## src/hdl/icache_pkg.sv

```systemverilog
`default_nettype none

package icache_pkg;

    // --------------------------------------------------
    // cache geometry
    // --------------------------------------------------
    localparam int ADDR_W         = 32;
    localparam int DATA_W         = 32;
    localparam int WAY_NUM        = 2;
    localparam int SET_NUM        = 4;
    localparam int INDEX_W        = 2;
    localparam int WORDS_PER_LINE = 4;
    localparam int WORD_SEL_W     = 2;
    // byte offset inside a line
    localparam int LINE_OFFSET_W  = 4;
    localparam int TAG_W          = ADDR_W - INDEX_W - LINE_OFFSET_W;

    typedef logic [ADDR_W-1:0]     addr_t;
    typedef logic [DATA_W-1:0]     data_t;
    typedef logic [TAG_W-1:0]      tag_t;
    typedef logic [INDEX_W-1:0]    index_t;
    typedef logic [WORD_SEL_W-1:0] word_sel_t;
    typedef logic [WAY_NUM-1:0]    way_mask_t;
    typedef logic [1:0]            resp_t;

    // --------------------------------------------------
    // burst read constants
    // --------------------------------------------------
    localparam logic [7:0] AR_LEN    = 8'(WORDS_PER_LINE - 1);
    // four bytes per beat
    localparam logic [2:0] AR_SIZE   = 3'b010;
    // incrementing burst
    localparam logic [1:0] AR_BURST  = 2'b01;
    localparam resp_t      RESP_OKAY = 2'b00;

    typedef struct packed {
        addr_t      addr;
        logic [7:0] len;
        logic [2:0] size;
        logic [1:0] burst;
    } axi_ar_t;

    typedef struct packed {
        data_t data;
        resp_t resp;
        logic  last;
    } axi_r_t;

endpackage

`default_nettype wire
```

## src/hdl/icache_top.sv

```systemverilog
`timescale 1ns/1ps
`default_nettype none

module icache_top (
    input  wire logic                  clk,
    input  wire logic                  i_rst,
    // fetch side
    input  wire icache_pkg::addr_t     i_araddr,
    input  wire logic                  i_arvalid,
    output logic                       o_arready,
    output icache_pkg::data_t          o_rdata,
    output icache_pkg::resp_t          o_rresp,
    output logic                       o_rvalid,
    input  wire logic                  i_rready,
    // memory side
    output icache_pkg::axi_ar_t        o_mem_ar,
    output logic                       o_mem_arvalid,
    input  wire logic                  i_mem_arready,
    input  wire icache_pkg::axi_r_t    i_mem_r,
    input  wire logic                  i_mem_rvalid,
    output logic                       o_mem_rready
);
    import icache_pkg::*;

    addr_t     req_addr;
    logic      hit_any;
    logic      refill_start;
    logic      beat_we;
    word_sel_t beat_sel;
    data_t     beat_data;
    logic      tag_we;
    way_mask_t way_hit;
    way_mask_t way_valid;
    way_mask_t victim;
    data_t     way_rdata [WAY_NUM];

    // --------------------------------------------------
    // controller
    // --------------------------------------------------
    icache_ctrl ctrl_i (
        .clk            (clk),
        .i_rst          (i_rst),
        .i_araddr       (i_araddr),
        .i_arvalid      (i_arvalid),
        .o_arready      (o_arready),
        .o_rvalid       (o_rvalid),
        .o_rresp        (o_rresp),
        .i_rready       (i_rready),
        .i_hit          (hit_any),
        .o_req_addr     (req_addr),
        .o_refill_start (refill_start),
        .o_beat_we      (beat_we),
        .o_beat_sel     (beat_sel),
        .o_beat_data    (beat_data),
        .o_tag_we       (tag_we),
        .o_mem_ar       (o_mem_ar),
        .o_mem_arvalid  (o_mem_arvalid),
        .i_mem_arready  (i_mem_arready),
        .i_mem_r        (i_mem_r),
        .i_mem_rvalid   (i_mem_rvalid),
        .o_mem_rready   (o_mem_rready)
    );

    // --------------------------------------------------
    // ways
    // --------------------------------------------------
    for (genvar g = 0; g < WAY_NUM; g++) begin : gen_way
        icache_way way_i (
            .clk         (clk),
            .i_rst       (i_rst),
            .i_addr      (req_addr),
            .i_fill_sel  (victim[g]),
            .i_beat_we   (beat_we),
            .i_beat_sel  (beat_sel),
            .i_beat_data (beat_data),
            .i_tag_we    (tag_we),
            .o_valid     (way_valid[g]),
            .o_hit       (way_hit[g]),
            .o_rdata     (way_rdata[g])
        );
    end

    icache_replace replace_i (
        .clk            (clk),
        .i_rst          (i_rst),
        .i_set_valid    (way_valid),
        .i_refill_start (refill_start),
        .o_victim       (victim)
    );

    assign hit_any = |way_hit;

    // at most one way hits, so an and-or mux is enough
    always_comb begin
        o_rdata = '0;
        for (int w = 0; w < WAY_NUM; w++) begin
            o_rdata = o_rdata | (way_rdata[w] & {DATA_W{way_hit[w]}});
        end
    end

endmodule

`default_nettype wire

```

## src/hdl/icache_replace.sv

```systemverilog
`timescale 1ns/1ps
`default_nettype none

module icache_replace (
    input  wire logic                  clk,
    input  wire logic                  i_rst,
    input  wire icache_pkg::way_mask_t i_set_valid,
    input  wire logic                  i_refill_start,
    output icache_pkg::way_mask_t      o_victim
);
    import icache_pkg::*;

    logic [7:0] lfsr_q;
    way_mask_t  free_mask;
    way_mask_t  rand_mask;
    way_mask_t  victim_q;
    logic       found;

    // free-running galois lfsr
    always_ff @(posedge clk) begin
        if (i_rst) begin
            lfsr_q <= 8'd1;
        end else begin
            lfsr_q <= {lfsr_q[6], lfsr_q[5] ^ lfsr_q[7], lfsr_q[4] ^ lfsr_q[7],
                       lfsr_q[3] ^ lfsr_q[7], lfsr_q[2:0], lfsr_q[7]};
        end
    end

    // lowest way with a clear valid bit
    always_comb begin
        free_mask = '0;
        found     = 1'b0;
        for (int w = 0; w < WAY_NUM; w++) begin
            if (!i_set_valid[w] && !found) begin
                free_mask[w] = 1'b1;
                found        = 1'b1;
            end
        end
    end

    assign rand_mask = way_mask_t'(1) << lfsr_q[0];

    // held until the next refill
    always_ff @(posedge clk) begin
        if (i_rst) begin
            victim_q <= '0;
        end else if (i_refill_start) begin
            victim_q <= found ? free_mask : rand_mask;
        end
    end

    assign o_victim = victim_q;

endmodule

`default_nettype wire

```

## src/hdl/icache_way.sv

```systemverilog
`timescale 1ns/1ps
`default_nettype none

module icache_way (
    input  wire logic                  clk,
    input  wire logic                  i_rst,
    input  wire icache_pkg::addr_t     i_addr,
    // this way is the refill victim
    input  wire logic                  i_fill_sel,
    input  wire logic                  i_beat_we,
    input  wire icache_pkg::word_sel_t i_beat_sel,
    input  wire icache_pkg::data_t     i_beat_data,
    input  wire logic                  i_tag_we,
    output logic                       o_valid,
    output logic                       o_hit,
    output icache_pkg::data_t          o_rdata
);
    import icache_pkg::*;

    logic [SET_NUM-1:0] valid_q;
    tag_t               tag_mem [SET_NUM];
    data_t              data_mem [SET_NUM*WORDS_PER_LINE];
    data_t              rdata_q;

    tag_t      addr_tag;
    index_t    addr_index;
    word_sel_t addr_word;

    logic [INDEX_W+WORD_SEL_W-1:0] rd_ptr;
    logic [INDEX_W+WORD_SEL_W-1:0] wr_ptr;

    // address fields, low two bits ignored
    assign addr_tag   = i_addr[ADDR_W-1 -: TAG_W];
    assign addr_index = i_addr[LINE_OFFSET_W +: INDEX_W];
    assign addr_word  = i_addr[LINE_OFFSET_W-1 -: WORD_SEL_W];

    assign rd_ptr = {addr_index, addr_word};
    assign wr_ptr = {addr_index, i_beat_sel};

    // --------------------------------------------------
    // valid bits and tags
    // --------------------------------------------------
    always_ff @(posedge clk) begin
        if (i_rst) begin
            valid_q <= '0;
        end else if (i_tag_we && i_fill_sel) begin
            valid_q[addr_index] <= 1'b1;
        end
    end

    always_ff @(posedge clk) begin
        if (i_tag_we && i_fill_sel) begin
            tag_mem[addr_index] <= addr_tag;
        end
    end

    // word array, read registered every cycle
    always_ff @(posedge clk) begin
        if (i_beat_we && i_fill_sel) begin
            data_mem[wr_ptr] <= i_beat_data;
        end
        rdata_q <= data_mem[rd_ptr];
    end

    assign o_valid = valid_q[addr_index];
    assign o_hit   = o_valid && (tag_mem[addr_index] == addr_tag);
    assign o_rdata = rdata_q;

endmodule

`default_nettype wire

```

## src/hdl/icache_ctrl.sv

```systemverilog
`timescale 1ns/1ps
`default_nettype none

module icache_ctrl (
    input  wire logic                  clk,
    input  wire logic                  i_rst,
    // fetch side
    input  wire icache_pkg::addr_t     i_araddr,
    input  wire logic                  i_arvalid,
    output logic                       o_arready,
    output logic                       o_rvalid,
    output icache_pkg::resp_t          o_rresp,
    input  wire logic                  i_rready,
    // lookup result from the ways
    input  wire logic                  i_hit,
    // to ways and replacement
    output icache_pkg::addr_t          o_req_addr,
    output logic                       o_refill_start,
    output logic                       o_beat_we,
    output icache_pkg::word_sel_t      o_beat_sel,
    output icache_pkg::data_t          o_beat_data,
    output logic                       o_tag_we,
    // memory side
    output icache_pkg::axi_ar_t        o_mem_ar,
    output logic                       o_mem_arvalid,
    input  wire logic                  i_mem_arready,
    input  wire icache_pkg::axi_r_t    i_mem_r,
    input  wire logic                  i_mem_rvalid,
    output logic                       o_mem_rready
);
    import icache_pkg::*;

    typedef enum logic [2:0] {
        ST_IDLE,
        ST_LOOKUP,
        ST_MEM_ADDR,
        ST_MEM_DATA,
        ST_RESPOND
    } state_t;

    state_t    state_q;
    state_t    state_d;
    addr_t     req_addr_q;
    resp_t     resp_q;
    word_sel_t beat_cnt_q;

    logic req_accept;
    logic ar_done;
    logic beat_take;
    logic last_beat;

    // --------------------------------------------------
    // handshakes
    // --------------------------------------------------
    assign req_accept = i_arvalid & o_arready;
    assign ar_done    = o_mem_arvalid & i_mem_arready;
    assign beat_take  = i_mem_rvalid & o_mem_rready;
    assign last_beat  = beat_take & i_mem_r.last;

    // --------------------------------------------------
    // state machine
    // --------------------------------------------------
    always_ff @(posedge clk) begin
        if (i_rst) begin
            state_q <= ST_IDLE;
        end else begin
            state_q <= state_d;
        end
    end

    always_comb begin
        state_d = state_q;
        case (state_q)
            ST_IDLE:     if (req_accept) state_d = ST_LOOKUP;
            ST_LOOKUP:   state_d = i_hit ? ST_RESPOND : ST_MEM_ADDR;
            ST_MEM_ADDR: if (ar_done) state_d = ST_MEM_DATA;
            // back to lookup, which then hits
            ST_MEM_DATA: if (last_beat) state_d = ST_LOOKUP;
            ST_RESPOND:  if (i_rready) state_d = ST_IDLE;
            default:     state_d = ST_IDLE;
        endcase
    end

    // request address, latched on accept
    always_ff @(posedge clk) begin
        if (req_accept) begin
            req_addr_q <= i_araddr;
        end
    end

    // response code and refill beat counter
    always_ff @(posedge clk) begin
        if (i_rst) begin
            resp_q     <= RESP_OKAY;
            beat_cnt_q <= '0;
        end else begin
            if (req_accept) begin
                resp_q <= RESP_OKAY;
            end else if (last_beat) begin
                resp_q <= i_mem_r.resp;
            end
            if (ar_done) begin
                beat_cnt_q <= '0;
            end else if (beat_take) begin
                beat_cnt_q <= beat_cnt_q + 1'b1;
            end
        end
    end

    // --------------------------------------------------
    // outputs
    // --------------------------------------------------
    assign o_arready      = (state_q == ST_IDLE);
    assign o_rvalid       = (state_q == ST_RESPOND);
    assign o_rresp        = resp_q;
    assign o_req_addr     = req_addr_q;
    assign o_refill_start = (state_q == ST_LOOKUP) & ~i_hit;

    // one word per beat, tag and valid on the last one
    assign o_beat_we   = beat_take;
    assign o_beat_sel  = beat_cnt_q;
    assign o_beat_data = i_mem_r.data;
    assign o_tag_we    = last_beat;

    // line-aligned burst request
    always_comb begin
        o_mem_ar.addr  = {req_addr_q[ADDR_W-1:LINE_OFFSET_W], {LINE_OFFSET_W{1'b0}}};
        o_mem_ar.len   = AR_LEN;
        o_mem_ar.size  = AR_SIZE;
        o_mem_ar.burst = AR_BURST;
    end

    assign o_mem_arvalid = (state_q == ST_MEM_ADDR);
    assign o_mem_rready  = (state_q == ST_MEM_DATA);

endmodule

`default_nettype wire

```

## config.mk

```make
export PLATFORM = sky130hd
export DESIGN_NAME = icache_top
export DESIGN_NICKNAME = d
export VERILOG_FILES = /design/src/hdl/icache_pkg.sv /design/src/hdl/icache_top.sv /design/src/hdl/icache_replace.sv /design/src/hdl/icache_way.sv /design/src/hdl/icache_ctrl.sv
export SDC_FILE = /design/constraint.sdc
export NUM_CORES = 1
export LEC_CHECK = 0
export BUFFER_PORTS_ARGS = -buffer_cell sky130_fd_sc_hd__buf_2
export CAP_MARGIN = 30
export CELL_PAD_IN_SITES_DETAIL_PLACEMENT = 1
export CELL_PAD_IN_SITES_GLOBAL_PLACEMENT = 1
export CORE_MARGIN = 3
export CORE_UTILIZATION = 35
export DETAILED_ROUTE_END_ITERATION = 10
export GPL_ROUTABILITY_DRIVEN = 0
export GPL_TIMING_DRIVEN = 0
export PLACE_DENSITY_LB_ADDON = 0.1
export SYNTH_ARGS = -nofsm -noshare
export SYNTH_HDL_FRONTEND = slang
export SYNTH_HIERARCHICAL = 1
export SYNTH_SLANG_ARGS = --single-unit
```

## constraint.sdc

```tcl
create_clock -name clk -period 7.07 [get_ports clk]
set_input_delay 0 -clock clk [delete_from_list [all_inputs] [get_ports clk]]
set_output_delay 0 -clock clk [all_outputs]
set_load 0.05 [all_outputs]
```

==> impl_metrics.json <==
{
  "overflow": 0,
  "drtAntennaViolNets": 0,
  "seqCellArea_um2": 39700,
  "utilization_pct": 42.7,
  "die_h_um": 388,
  "nets": 2762,
  "status": "complete, no violations",
  "layout_common_cells": "1262 x edfxtp_1, 343 x mux4_2, 155 x clkbuf_16",
  "wl_mm": 135,
  "drive_above_1_share_pct": 33.5,
  "power_density_nw_per_um2": 285,
  "end_kind": "primary output",
  "io_buffers": 104,
  "ctsLongestPathBuffers": 3,
  "synthToLayoutAreaGrowth_pct": 20.7,
  "place_ws_ns": 2.40,
  "min_period_ns": 5.05,
  "finalCritPeriodShare_pct": 71.4,
  "fillCellCount": 13300,
  "crit_chain": "buf_4, clkbuf_1, buf_4, buf_4, mux4_2, xor2_1, nor4_1, nand4_1, nor4_2, buf_6, buf_6, a22o_1, buf_2",
  "setup_violations": 0,
  "tightest_slew_ns": 1.02,
  "start_util_pct": 35.4,
  "cts_made_buffers": 150,
  "critical_path_arrival_ns": 5.05,
  "hold_class": "primary input to flop",
  "maxSlewViolCount": 0,
  "htree_levels": 4,
  "drtPass1Iterations": 5,
  "die-area_um2": 151000,
  "p_leak_nw": 20.0,
  "cp_data_required_time_ns": 7.07,
  "crit_path_frequent_cell": "buf_4",
  "final_cells": 4717,
  "rows": 139,
  "cpPeakStageDelay_ns": 0.56,
  "drtIter0Drc": 1727,
  "setup-tns-final_ns": 0,
  "critical_path.startpoint": "ctrl_i/o_req_addr[5]",
  "worst_slack_ns": 2.02,
  "synth.avg_cell_area_um2": 23.1,
  "place_area_um2": 55700,
  "place_hpwl_mm": 90.6,
  "worstHoldEndpoint": "gen_way[0].way_i/data_mem[15][7]",
  "grt_antenna_before_repair": 4,
  "worstReg2RegStart": "ctrl_i/o_req_addr[5]",
  "dpl.cell_count": 4330,
  "multi_input_area_um2": 10600,
  "cts_tree": "done",
  "grt_first_pass_wirelength_mm": 193,
  "die_w_um": 388,
  "holdPathStages": 2,
  "core_area_um2": 144000,
  "clock_sinks": 1351,
  "drcViolationCount": 0,
  "vias": 24200,
  "clk_pin_slew_ns": 0.06,
  "r2r_end": "replace_i/o_victim[0]",
  "max_freq_mhz": 198,
  "r2r_cells": 15,
  "worst-r2r-setup-slack_ns": 2.43,
  "rsz0062_at_grt": "false",
  "io_pins": 156,
  "grt_pass1_vias": 26400,
  "final_common_cell": "edfxtp_1",
  "syn-cell-area_um2": 51100,
  "synthCells": 2212,
  "crit_type": "flop to primary output",
  "crit_path_top_delay_cell": "nor4_1",
  "max-vdd-ir-drop_mv": 0.197,
  "cts-root-buf": "clkbuf_16",
  "grt_max_degree": 33,
  "slew_headroom_pct": 32.2,
  "yosysWarnings": 6,
  "wl_per_cell_um": 28.7,
  "maxCapViolations": 0,
  "skew_ns": 0.0311,
  "min-delay-start": "i_mem_r[10]",
  "clk_latency_ns": 0.76,
  "grt_util_all_layers_pct": 18.1,
  "crit_fanout": 10,
  "hold_viol": 0,
  "ctsResizeCount": 0,
  "crit_path_start_kind": "flop",
  "routed_via_density": 5.13,
  "fin_area_um2": 61700
}
per-layer routing:
layer  global-route usage (%)  wire, um  part of all wire [%]
met1                     24.5     59000                    44
met2                     30.4     67900                    50
met3                     3.20      5930                   4.4
met4                     4.62      2670                   2.0
met5                        0         0                     0
layout make-up:
cell class | count | area share (%)
tap | 1903 | 3.86
sequential | 1351 | 64.3
inverter | 6 | 0.0365
antenna | 1 | 0.00406
multi-input combinational | 691 | 17.2
timing repair buffer | 310 | 4.92
buffer | 179 | 1.82
clock inverter | 51 | 0.762
clock buffer | 225 | 7.10
timing repair:
action                                 in CTS  in global routing
setup buffers                               0                  0
endpoints found under the hold margin    1084                  0
hold buffers                              107                  0
worst max-delay path by stage:
stage,to,slack (ns),depth (start not counted)
CTS,o_rdata[26],1.75,13
global placement,ctrl_i/o_rresp[1],-2.25,4
finish,o_rdata[26],2.02,13
global route,o_rdata[26],1.63,13
floorplan,gen_way[0].way_i/data_mem[8][0],2.27,8
detailed placement,replace_i/o_victim[0],2.40,15
stage by stage:
step | total power, mW | hold WS, ns
floorplan | 9.71 | 0.0724
global placement | 10.1 | 0.179
detailed placement | 10.1 | 0.179
CTS | 17.9 | 0.160
global route | 18.3 | 0.188
finish | 17.6 | 0.219
report_power, final:
| part | switching, mW | internal, mW | total [mW] |
|---|---|---|---|
| registers | 0.0504 | 8.82 | 8.87 |
| logic | 0.623 | 0.467 | 1.09 |
| clock network | 3.13 | 4.51 | 7.64 |
| total | 3.81 | 13.8 | 17.6 |
registers in the layout, indices dropped and copies added (netlist names), 3 cells and up:
register                flops
ctrl_i/o_req_addr          30
ctrl_i/state_q              3
gen_way.way_i/tag_mem     208
replace_i/lfsr_q            8
gen_way.way_i/o_rdata      64
gen_way.way_i/valid_q       8
gen_way.way_i/data_mem   1024
worst max-delay path: cells and delay by family (launching register included):
kind	cells	cell delay, ns
buffers and inverters	7	1.82
AND/OR/NAND/NOR	3	1.21
flip-flops	1	0.36
AO/OA/AOI/OAI	1	0.38
XOR/XNOR	1	0.16
multiplexers	1	0.34
Note: power is estimated with default switching activity, not from simulation.
